===== src/fp_pkg.sv =====
////////////////////////////////////////////////////////////
// Shared widths, exponent constants and operation codes
// for the pipelined floating-point multiplier
////////////////////////////////////////////////////////////

package fp_pkg;

	// Single-precision field widths
	localparam int exponent_width = 8;
	localparam int significand_width = 23;
	localparam int total_width = 1 + exponent_width + significand_width;

	// IEEE bias, sized to the exponent field so sums wrap mod 256
	localparam logic [exponent_width-1:0] exponent_bias = 127;

	// ITOF multiplier exponent
	// Integer magnitude is an unnormalized float with the point 23 bits up
	localparam logic [exponent_width-1:0] itof_exponent = 127 + 23;

	// Stage 1 to stage 2 operand width
	// ITOF passes a full 32-bit integer magnitude as the multiplier
	localparam int mul_operand_width = 32;

	// Full integer product of the two operands
	localparam int product_width = 2 * mul_operand_width;

	// Leading-one position of a 1.x times 1.x product with no carry out
	// Stage 3 adjusts the exponent by (lead - this)
	localparam logic [exponent_width-1:0] fmul_fraction_msb = 46;

	// Operation codes
	localparam int op_width = 6;
	localparam logic [op_width-1:0] op_fmul = 6'h22;
	localparam logic [op_width-1:0] op_itof = 6'h2a;

endpackage


===== src/fp_multiplier_stage1.sv =====
////////////////////////////////////////////////////////////
// Multiplier stage 1: sign, exponent sum, hidden bits, ITOF prep
////////////////////////////////////////////////////////////

`timescale 1ns/1ps

module fp_multiplier_stage1 (
	input  logic                                  clk,
	input  logic                                  reset_n,
	input  logic                                  in_valid,
	input  logic [fp_pkg::op_width-1:0]           operation,
	input  logic [fp_pkg::total_width-1:0]        operand1,
	input  logic [fp_pkg::total_width-1:0]        operand2,
	output logic                                  s1_valid,
	output logic [fp_pkg::mul_operand_width-1:0]  s1_multiplicand,
	output logic [fp_pkg::mul_operand_width-1:0]  s1_multiplier,
	output logic [fp_pkg::exponent_width-1:0]     s1_exponent,
	output logic                                  s1_sign,
	output logic                                  s1_zero
);

	logic                                is_itof;
	logic                                sign1;
	logic                                sign2;
	logic [fp_pkg::exponent_width-1:0]   exponent1;
	logic [fp_pkg::exponent_width-1:0]   exponent2;
	logic [fp_pkg::exponent_width-1:0]   unbiased1;
	logic [fp_pkg::exponent_width-1:0]   unbiased2;
	logic [fp_pkg::exponent_width-1:0]   result_exponent;
	logic                                result_zero;

	assign is_itof = (operation == fp_pkg::op_itof);

	// Multiplicand side
	always_comb
	begin
		if (is_itof)
		begin
			// Dummy 1.0 so ITOF reuses the multiply path
			sign1 = 1'b0;
			exponent1 = fp_pkg::exponent_bias;
			s1_multiplicand = {{(fp_pkg::mul_operand_width - fp_pkg::significand_width - 1){1'b0}},
				1'b1, {fp_pkg::significand_width{1'b0}}};
		end
		else
		begin
			sign1 = operand1[fp_pkg::total_width-1];
			exponent1 = operand1[fp_pkg::total_width-2 -: fp_pkg::exponent_width];
			// Hidden bit only for normal numbers, denormals fall to zero below
			s1_multiplicand = {{(fp_pkg::mul_operand_width - fp_pkg::significand_width - 1){1'b0}},
				exponent1 != '0, operand1[fp_pkg::significand_width-1:0]};
		end
	end

	// Multiplier side
	always_comb
	begin
		sign2 = operand2[fp_pkg::total_width-1];
		if (is_itof)
		begin
			// Two's complement magnitude, -2^31 stays 0x80000000 as unsigned
			exponent2 = fp_pkg::itof_exponent;
			s1_multiplier = sign2 ? -operand2 : operand2;
		end
		else
		begin
			exponent2 = operand2[fp_pkg::total_width-2 -: fp_pkg::exponent_width];
			s1_multiplier = {{(fp_pkg::mul_operand_width - fp_pkg::significand_width - 1){1'b0}},
				exponent2 != '0, operand2[fp_pkg::significand_width-1:0]};
		end
	end

	// Unbias, add, re-bias; all modulo the exponent field
	assign unbiased1 = exponent1 - fp_pkg::exponent_bias;
	assign unbiased2 = exponent2 - fp_pkg::exponent_bias;
	assign result_exponent = unbiased1 + unbiased2 + fp_pkg::exponent_bias;

	// ITOF is zero only for a zero integer
	assign result_zero = is_itof ? (operand2 == '0) : (exponent1 == '0 || exponent2 == '0);

	always_ff @(posedge clk or negedge reset_n)
	begin
		if (!reset_n)
		begin
			s1_valid <= 1'b0;
			s1_exponent <= '0;
			s1_sign <= 1'b0;
			s1_zero <= 1'b0;
		end
		else
		begin
			s1_valid <= in_valid;
			s1_exponent <= result_exponent;
			s1_sign <= sign1 ^ sign2;
			s1_zero <= result_zero;
		end
	end

	// Only the two supported operations may enter the pipe
	a_legal_op: assert property (@(posedge clk) disable iff (!reset_n)
		in_valid |-> (operation == fp_pkg::op_fmul || operation == fp_pkg::op_itof));

endmodule


===== src/fp_multiplier_stage2.sv =====
////////////////////////////////////////////////////////////
// Multiplier stage 2: registered significand product
////////////////////////////////////////////////////////////

`timescale 1ns/1ps

module fp_multiplier_stage2 (
	input  logic                                  clk,
	input  logic                                  reset_n,
	input  logic                                  s1_valid,
	input  logic [fp_pkg::mul_operand_width-1:0]  s1_multiplicand,
	input  logic [fp_pkg::mul_operand_width-1:0]  s1_multiplier,
	input  logic [fp_pkg::exponent_width-1:0]     s1_exponent,
	input  logic                                  s1_sign,
	input  logic                                  s1_zero,
	output logic                                  s2_valid,
	output logic [fp_pkg::product_width-1:0]      s2_product,
	output logic [fp_pkg::exponent_width-1:0]     s2_exponent,
	output logic                                  s2_sign,
	output logic                                  s2_zero
);

	// Product of the combinational stage 1 operands
	// Taken at the same edge as exponent, sign and zero
	logic [fp_pkg::product_width-1:0]  s1_product;

	// Operands are combinational from the inputs of stage 1, so their
	// product is registered next to the stage 1 fields, then everything
	// moves on together one cycle later
	always_ff @(posedge clk or negedge reset_n)
	begin
		if (!reset_n)
		begin
			s1_product <= '0;
			s2_valid <= 1'b0;
			s2_product <= '0;
			s2_exponent <= '0;
			s2_sign <= 1'b0;
			s2_zero <= 1'b0;
		end
		else
		begin
			s1_product <= s1_multiplicand * s1_multiplier;
			s2_valid <= s1_valid;
			s2_product <= s1_product;
			s2_exponent <= s1_exponent;
			s2_sign <= s1_sign;
			s2_zero <= s1_zero;
		end
	end

	// A nonzero operation must reach stage 3 with a nonzero product
	a_product_nonzero: assert property (@(posedge clk) disable iff (!reset_n)
		(s1_valid && !s1_zero) |=> (s2_product != '0));

endmodule


===== src/fp_multiplier_stage3.sv =====
////////////////////////////////////////////////////////////
// Multiplier stage 3: leading-one normalize, truncate, pack
////////////////////////////////////////////////////////////

`timescale 1ns/1ps

module fp_multiplier_stage3 (
	input  logic                               clk,
	input  logic                               reset_n,
	input  logic                               s2_valid,
	input  logic [fp_pkg::product_width-1:0]   s2_product,
	input  logic [fp_pkg::exponent_width-1:0]  s2_exponent,
	input  logic                               s2_sign,
	input  logic                               s2_zero,
	output logic                               result_valid,
	output logic [fp_pkg::total_width-1:0]     result
);

	// Position of the top set bit, exponent wide so it adds directly
	logic [fp_pkg::exponent_width-1:0]     lead_pos;
	logic [fp_pkg::product_width-1:0]      normalized;
	logic [fp_pkg::significand_width-1:0]  fraction;
	logic [fp_pkg::exponent_width-1:0]     result_exponent;
	logic [fp_pkg::total_width-1:0]        packed_result;

	// Priority search, highest set bit wins
	always_comb
	begin
		lead_pos = '0;
		for (int i = 0; i < fp_pkg::product_width; i++)
		begin
			if (s2_product[i])
				lead_pos = i[fp_pkg::exponent_width-1:0];
		end
	end

	// Move the leading one to the top bit
	assign normalized = s2_product << (fp_pkg::product_width - 1 - lead_pos);

	// Bits just below the leading one, the rest are dropped
	assign fraction = normalized[fp_pkg::product_width-2 -: fp_pkg::significand_width];

	// FMUL lands at 46 or 47; ITOF anywhere from 23 up
	// Wraps mod 256 and comes back into range for legal results
	assign result_exponent = s2_exponent + lead_pos - fp_pkg::fmul_fraction_msb;

	always_comb
	begin
		if (s2_zero || s2_product == '0)
		begin
			// Signed zero
			packed_result = {s2_sign, {(fp_pkg::total_width - 1){1'b0}}};
		end
		else
		begin
			packed_result = {s2_sign, result_exponent, fraction};
		end
	end

	always_ff @(posedge clk or negedge reset_n)
	begin
		if (!reset_n)
		begin
			result_valid <= 1'b0;
			result <= '0;
		end
		else
		begin
			result_valid <= s2_valid;
			result <= packed_result;
		end
	end

	// Valid must stay known through the whole pipe once out of reset
	a_valid_known: assert property (@(posedge clk) disable iff (!reset_n)
		!$isunknown(result_valid));

endmodule


===== src/fp_multiplier.sv =====
////////////////////////////////////////////////////////////
// Three-stage FMUL/ITOF pipeline top level
////////////////////////////////////////////////////////////

`timescale 1ns/1ps

module fp_multiplier (
	input  logic                            clk,
	input  logic                            reset_n,
	input  logic                            in_valid,
	input  logic [fp_pkg::op_width-1:0]     operation,
	input  logic [fp_pkg::total_width-1:0]  operand1,
	input  logic [fp_pkg::total_width-1:0]  operand2,
	output logic                            result_valid,
	output logic [fp_pkg::total_width-1:0]  result
);

	// Stage 1 to stage 2
	logic                                  s1_valid;
	logic [fp_pkg::mul_operand_width-1:0]  s1_multiplicand;
	logic [fp_pkg::mul_operand_width-1:0]  s1_multiplier;
	logic [fp_pkg::exponent_width-1:0]     s1_exponent;
	logic                                  s1_sign;
	logic                                  s1_zero;

	// Stage 2 to stage 3
	logic                                  s2_valid;
	logic [fp_pkg::product_width-1:0]      s2_product;
	logic [fp_pkg::exponent_width-1:0]     s2_exponent;
	logic                                  s2_sign;
	logic                                  s2_zero;

	fp_multiplier_stage1 u_stage1 (
		.clk             (clk),
		.reset_n         (reset_n),
		.in_valid        (in_valid),
		.operation       (operation),
		.operand1        (operand1),
		.operand2        (operand2),
		.s1_valid        (s1_valid),
		.s1_multiplicand (s1_multiplicand),
		.s1_multiplier   (s1_multiplier),
		.s1_exponent     (s1_exponent),
		.s1_sign         (s1_sign),
		.s1_zero         (s1_zero)
	);

	// Product register, lines operands up with stage 1 fields
	fp_multiplier_stage2 u_stage2 (
		.clk             (clk),
		.reset_n         (reset_n),
		.s1_valid        (s1_valid),
		.s1_multiplicand (s1_multiplicand),
		.s1_multiplier   (s1_multiplier),
		.s1_exponent     (s1_exponent),
		.s1_sign         (s1_sign),
		.s1_zero         (s1_zero),
		.s2_valid        (s2_valid),
		.s2_product      (s2_product),
		.s2_exponent     (s2_exponent),
		.s2_sign         (s2_sign),
		.s2_zero         (s2_zero)
	);

	fp_multiplier_stage3 u_stage3 (
		.clk          (clk),
		.reset_n      (reset_n),
		.s2_valid     (s2_valid),
		.s2_product   (s2_product),
		.s2_exponent  (s2_exponent),
		.s2_sign      (s2_sign),
		.s2_zero      (s2_zero),
		.result_valid (result_valid),
		.result       (result)
	);

endmodule


===== config.mk =====
export PLATFORM = sky130hd
export DESIGN_NAME = fp_multiplier
export DESIGN_NICKNAME = d
export VERILOG_FILES = /design/src/fp_pkg.sv /design/src/fp_multiplier_stage1.sv /design/src/fp_multiplier_stage2.sv /design/src/fp_multiplier_stage3.sv /design/src/fp_multiplier.sv
export SDC_FILE = /design/constraint.sdc
export NUM_CORES = 2
export LEC_CHECK = 0
export ABC_AREA = 1
export BUFFER_PORTS_ARGS = -buffer_cell sky130_fd_sc_hd__buf_2
export CORE_AREA = 2 2 289 291
export DETAILED_ROUTE_END_ITERATION = 16
export DIE_AREA = 0 0 291 293
export PLACE_DENSITY_LB_ADDON = 0.2
export SETUP_SLACK_MARGIN = 0.2
export SYNTH_ARGS = -nofsm -noshare
export SYNTH_HDL_FRONTEND = slang
export SYNTH_SLANG_ARGS = --single-unit

===== constraint.sdc =====
create_clock -name clk -period 5.15 [get_ports clk]
set_input_delay 0.7725 -clock clk [delete_from_list [all_inputs] [get_ports clk]]
set_output_delay 0.7725 -clock clk [all_outputs]
set_load 0.01 [all_outputs]

==> results.sh <==
export IMPL_synthMuxAreaShare=0
export IMPL_avgRoutedWirePerCell_um=17.17
export IMPL_synth_common_cells="nand2_1 (1001), inv_1 (997), fa_1 (660)"
export IMPL_hpwl_um=81650
export IMPL_fin_tns_setup_ns=-124.29
export IMPL_report_final_slew_viol_count=0
export IMPL_die_area_um2=85260
export IMPL_die_y_um=293
export IMPL_synth_top_family_by_area="adder cells"
export IMPL_cts_buffers_inserted=17
export IMPL_yosysMostFrequentCell="nand2_1"
export IMPL_fin_skew_ns=0.01666
export IMPL_drt_iter0_drc=2071
export IMPL_synth_xor_area_frac=0.02282
export IMPL_synth_main_ff_cell="dfrtp_1"
export IMPL_grt_setup_unrepaired="true"
export IMPL_vias_per_cell=4.739
export IMPL_r2r_start="u_stage2.s2_product[3]"
export IMPL_wl_um=98920
export IMPL_worst_setup_path_start_kind="input port"
export IMPL_grt_pass1_vias=27370
export IMPL_avgSynthCellArea_um2=8.134
export IMPL_yosys_warnings=0
export IMPL_drive_above_1_share=0.2509
export IMPL_max_stage_delay_ns=0.56
export IMPL_antenna_found_initial=0
export IMPL_synth_simple_area_share=0.1935
export IMPL_finalWeightedCongestion=0.9448
export IMPL_synthArstFlopShare=1.000
export IMPL_clk_latency_ns=0.44
export IMPL_grt_pass1_wl_um=152800
export IMPL_cts_hold_repair_buffers=0
export IMPL_worstPathArrival_ns=9.06
export IMPL_multiInputGateArea_um2=27100
export IMPL_num_vias=27310
export IMPL_overflow=0
export IMPL_synth_compound_area_frac=0.03414
export IMPL_slew_limit_headroom=0.4332
export IMPL_hold_violations=0
export IMPL_synth_cells=4010
export IMPL_track_usage=0.2307
export IMPL_critPathMaxFanout=7
export IMPL_synth_seq_area_share=0.1281
export IMPL_regArea_um2=4179
export IMPL_synth_top_area_frac=0.4051
export IMPL_cts_clk_slew_worst_paths_ns=0.07
export IMPL_ant_nets=0
export IMPL_start_util=0.3985
export IMPL_core_um2=81850
export IMPL_r2r_end="u_stage3.result[30]"
export IMPL_fillCellCount=7845
export IMPL_boundaryPins=106
export IMPL_synthAdderAreaFrac=0.4848
export IMPL_cts_root_buf="clkbuf_16"
export IMPL_worst_pin_slew_ns=0.8502
export IMPL_synth_cell_area_um2=32620
export IMPL_drv_cap=0
export IMPL_dieWidth_um=291
export IMPL_antenna_cells=0
export IMPL_ctsLongestPathBuffers=2
export IMPL_timing_critical_path_mode_cell="fa_1"
export IMPL_status="finished, violations left"
export IMPL_drc_errors=0
export IMPL_yosysTopAreaCell="fa_1"
export IMPL_crit_required_ns=5.46
export IMPL_ff2ff_setup_slack_ns=0.16
export IMPL_ys_ff_latch=167
export IMPL_syn2layout_area_growth_pct=29.74
export IMPL_r2r_cells=66
export IMPL_grt_max_degree=85
export IMPL_synth_distinct_cells=47
export IMPL_cts_sinks=167
export IMPL_fin_crit_sh=1.698
export IMPL_setup_worst_path_class="input port to flop"
export IMPL_setup_ws_ns=-3.595
export IMPL_setup_violations=49
export IMPL_hold_path_class="input port to async pin"
export IMPL_cts_max_level=4
export IMPL_rows=105
export IMPL_crit_path_end_kind="flop"
export IMPL_port_buffers=105
export IMPL_min_period_ns=8.745
export IMPL_cts_tree="done"
export IMPL_dr_pass1_iters=6
export IMPL_finish_net_count=5620
export IMPL_synth_edf_count=0
export IMPL_fmax_mhz=114.4
export IMPL_final_core_util=0.5171
export IMPL_slowest_stage="fa_1"
export IMPL_synth_area_leaders="fa_1 (41%), dfrtp_1 (13%), nand2_1 (12%)"
export IMPL_violations="setup timing"
how the worst max path moves through the flow:
stage,startpoint,to,slack [ns],cells past startpoint
6_report,operand2[1],u_stage2.s1_product[55],-3.59,52
5_1_grt,operand2[1],u_stage2.s1_product[55],-3.99,52
4_1_cts,operand2[1],u_stage2.s1_product[55],-3.52,52
3_5_place_dp,operand2[1],u_stage2.s1_product[54],-4.25,59
3_3_place_gp,operand2[1],u_stage2.s1_product[54],-4.15,57
2_1_floorplan,operand2[0],u_stage2.s1_product[55],-3.71,51
layer usage:
metal  wire (um)  share of wire  vias up  track usage
li1            -              -    12860            -
met2       44150           0.45      803       0.3582
met4        3130          0.032        0      0.06256
met5           0              0        -            0
met1       45250           0.46    13500       0.3394
met3        6386          0.065      141      0.03056
cell families after synthesis:
logic type / after synthesis
other cells: 2
buf+inv: 1169
xor+xnor: 85
compound gates: 185
simple gates: 1534
fa+ha+maj: 868
flops: 167
worst max-delay path, delay by kind of cell:
kind	cells	cell delay [ns]
adders and majority gates	9	3.82
AOI/OAI and AO/OA	13	1.75
and+or+nand+nor	17	1.64
buffers and inverters	11	0.74
xor gates and xnor gates	2	0.32
metrics by stage:
| stage | hold slack [ns] | setup slack [ns] | area, um^2 | std cells |
|---|---|---|---|---|
| after global routing | 0.3512 | -3.987 | 42320 | 5762 |
| after detailed placement | 0.3347 | -4.255 | 38330 | 5619 |
| after CTS | 0.3447 | -3.523 | 40130 | 5710 |
| after floorplan | 0.3312 | -3.710 | 33890 | 4192 |
| final | 0.3368 | -3.595 | 42320 | 5762 |
| after global placement | 0.3313 | -4.146 | 38330 | 5619 |
area by class of cell:
cell class / instances / area share
Tap cell: 1070 / 0.03164
Inverter: 1010 / 0.09035
Clock buffer: 19 / 0.01047
Sequential cell: 167 / 0.09875
Timing Repair Buffer: 627 / 0.1246
Clock inverter: 13 / 0.003814
Multi-Input combinational cell: 2856 / 0.6404
layout by cell type, fill, tap and decap left out, drive strengths merged, types with 56 or more instances in the layout:
master  Yosys  layout
a21oi      97      97
buf        45     618
conb        2     184
dfrtp     167     167
fa        660     660
ha        208     208
inv      1008    1011
nand2    1012    1012
nand3     336     336
nor2      152     152
o21ai      56      56
xor2       59      59
repair_timing:
action / 4_1_cts / 5_1_grt
pin swaps: 59 / 193
gates resized for setup: 179 / 388
setup endpoints to repair: 51 / 78
buffers inserted: 59 / 38
gates cloned: 0 / 14
flip-flops by register name (all words and copies together), names as in the netlist, 8 cells and up:
signal and cells:
u_stage1.s1_exponent 8, u_stage2.s2_product 56, u_stage2.s1_product 56, u_stage2.s2_exponent 8, u_stage3.result 32
Power is left out: the tool's default activity adds up to more than one toggle a clock period on the data nets, which glitch-free logic cannot reach.
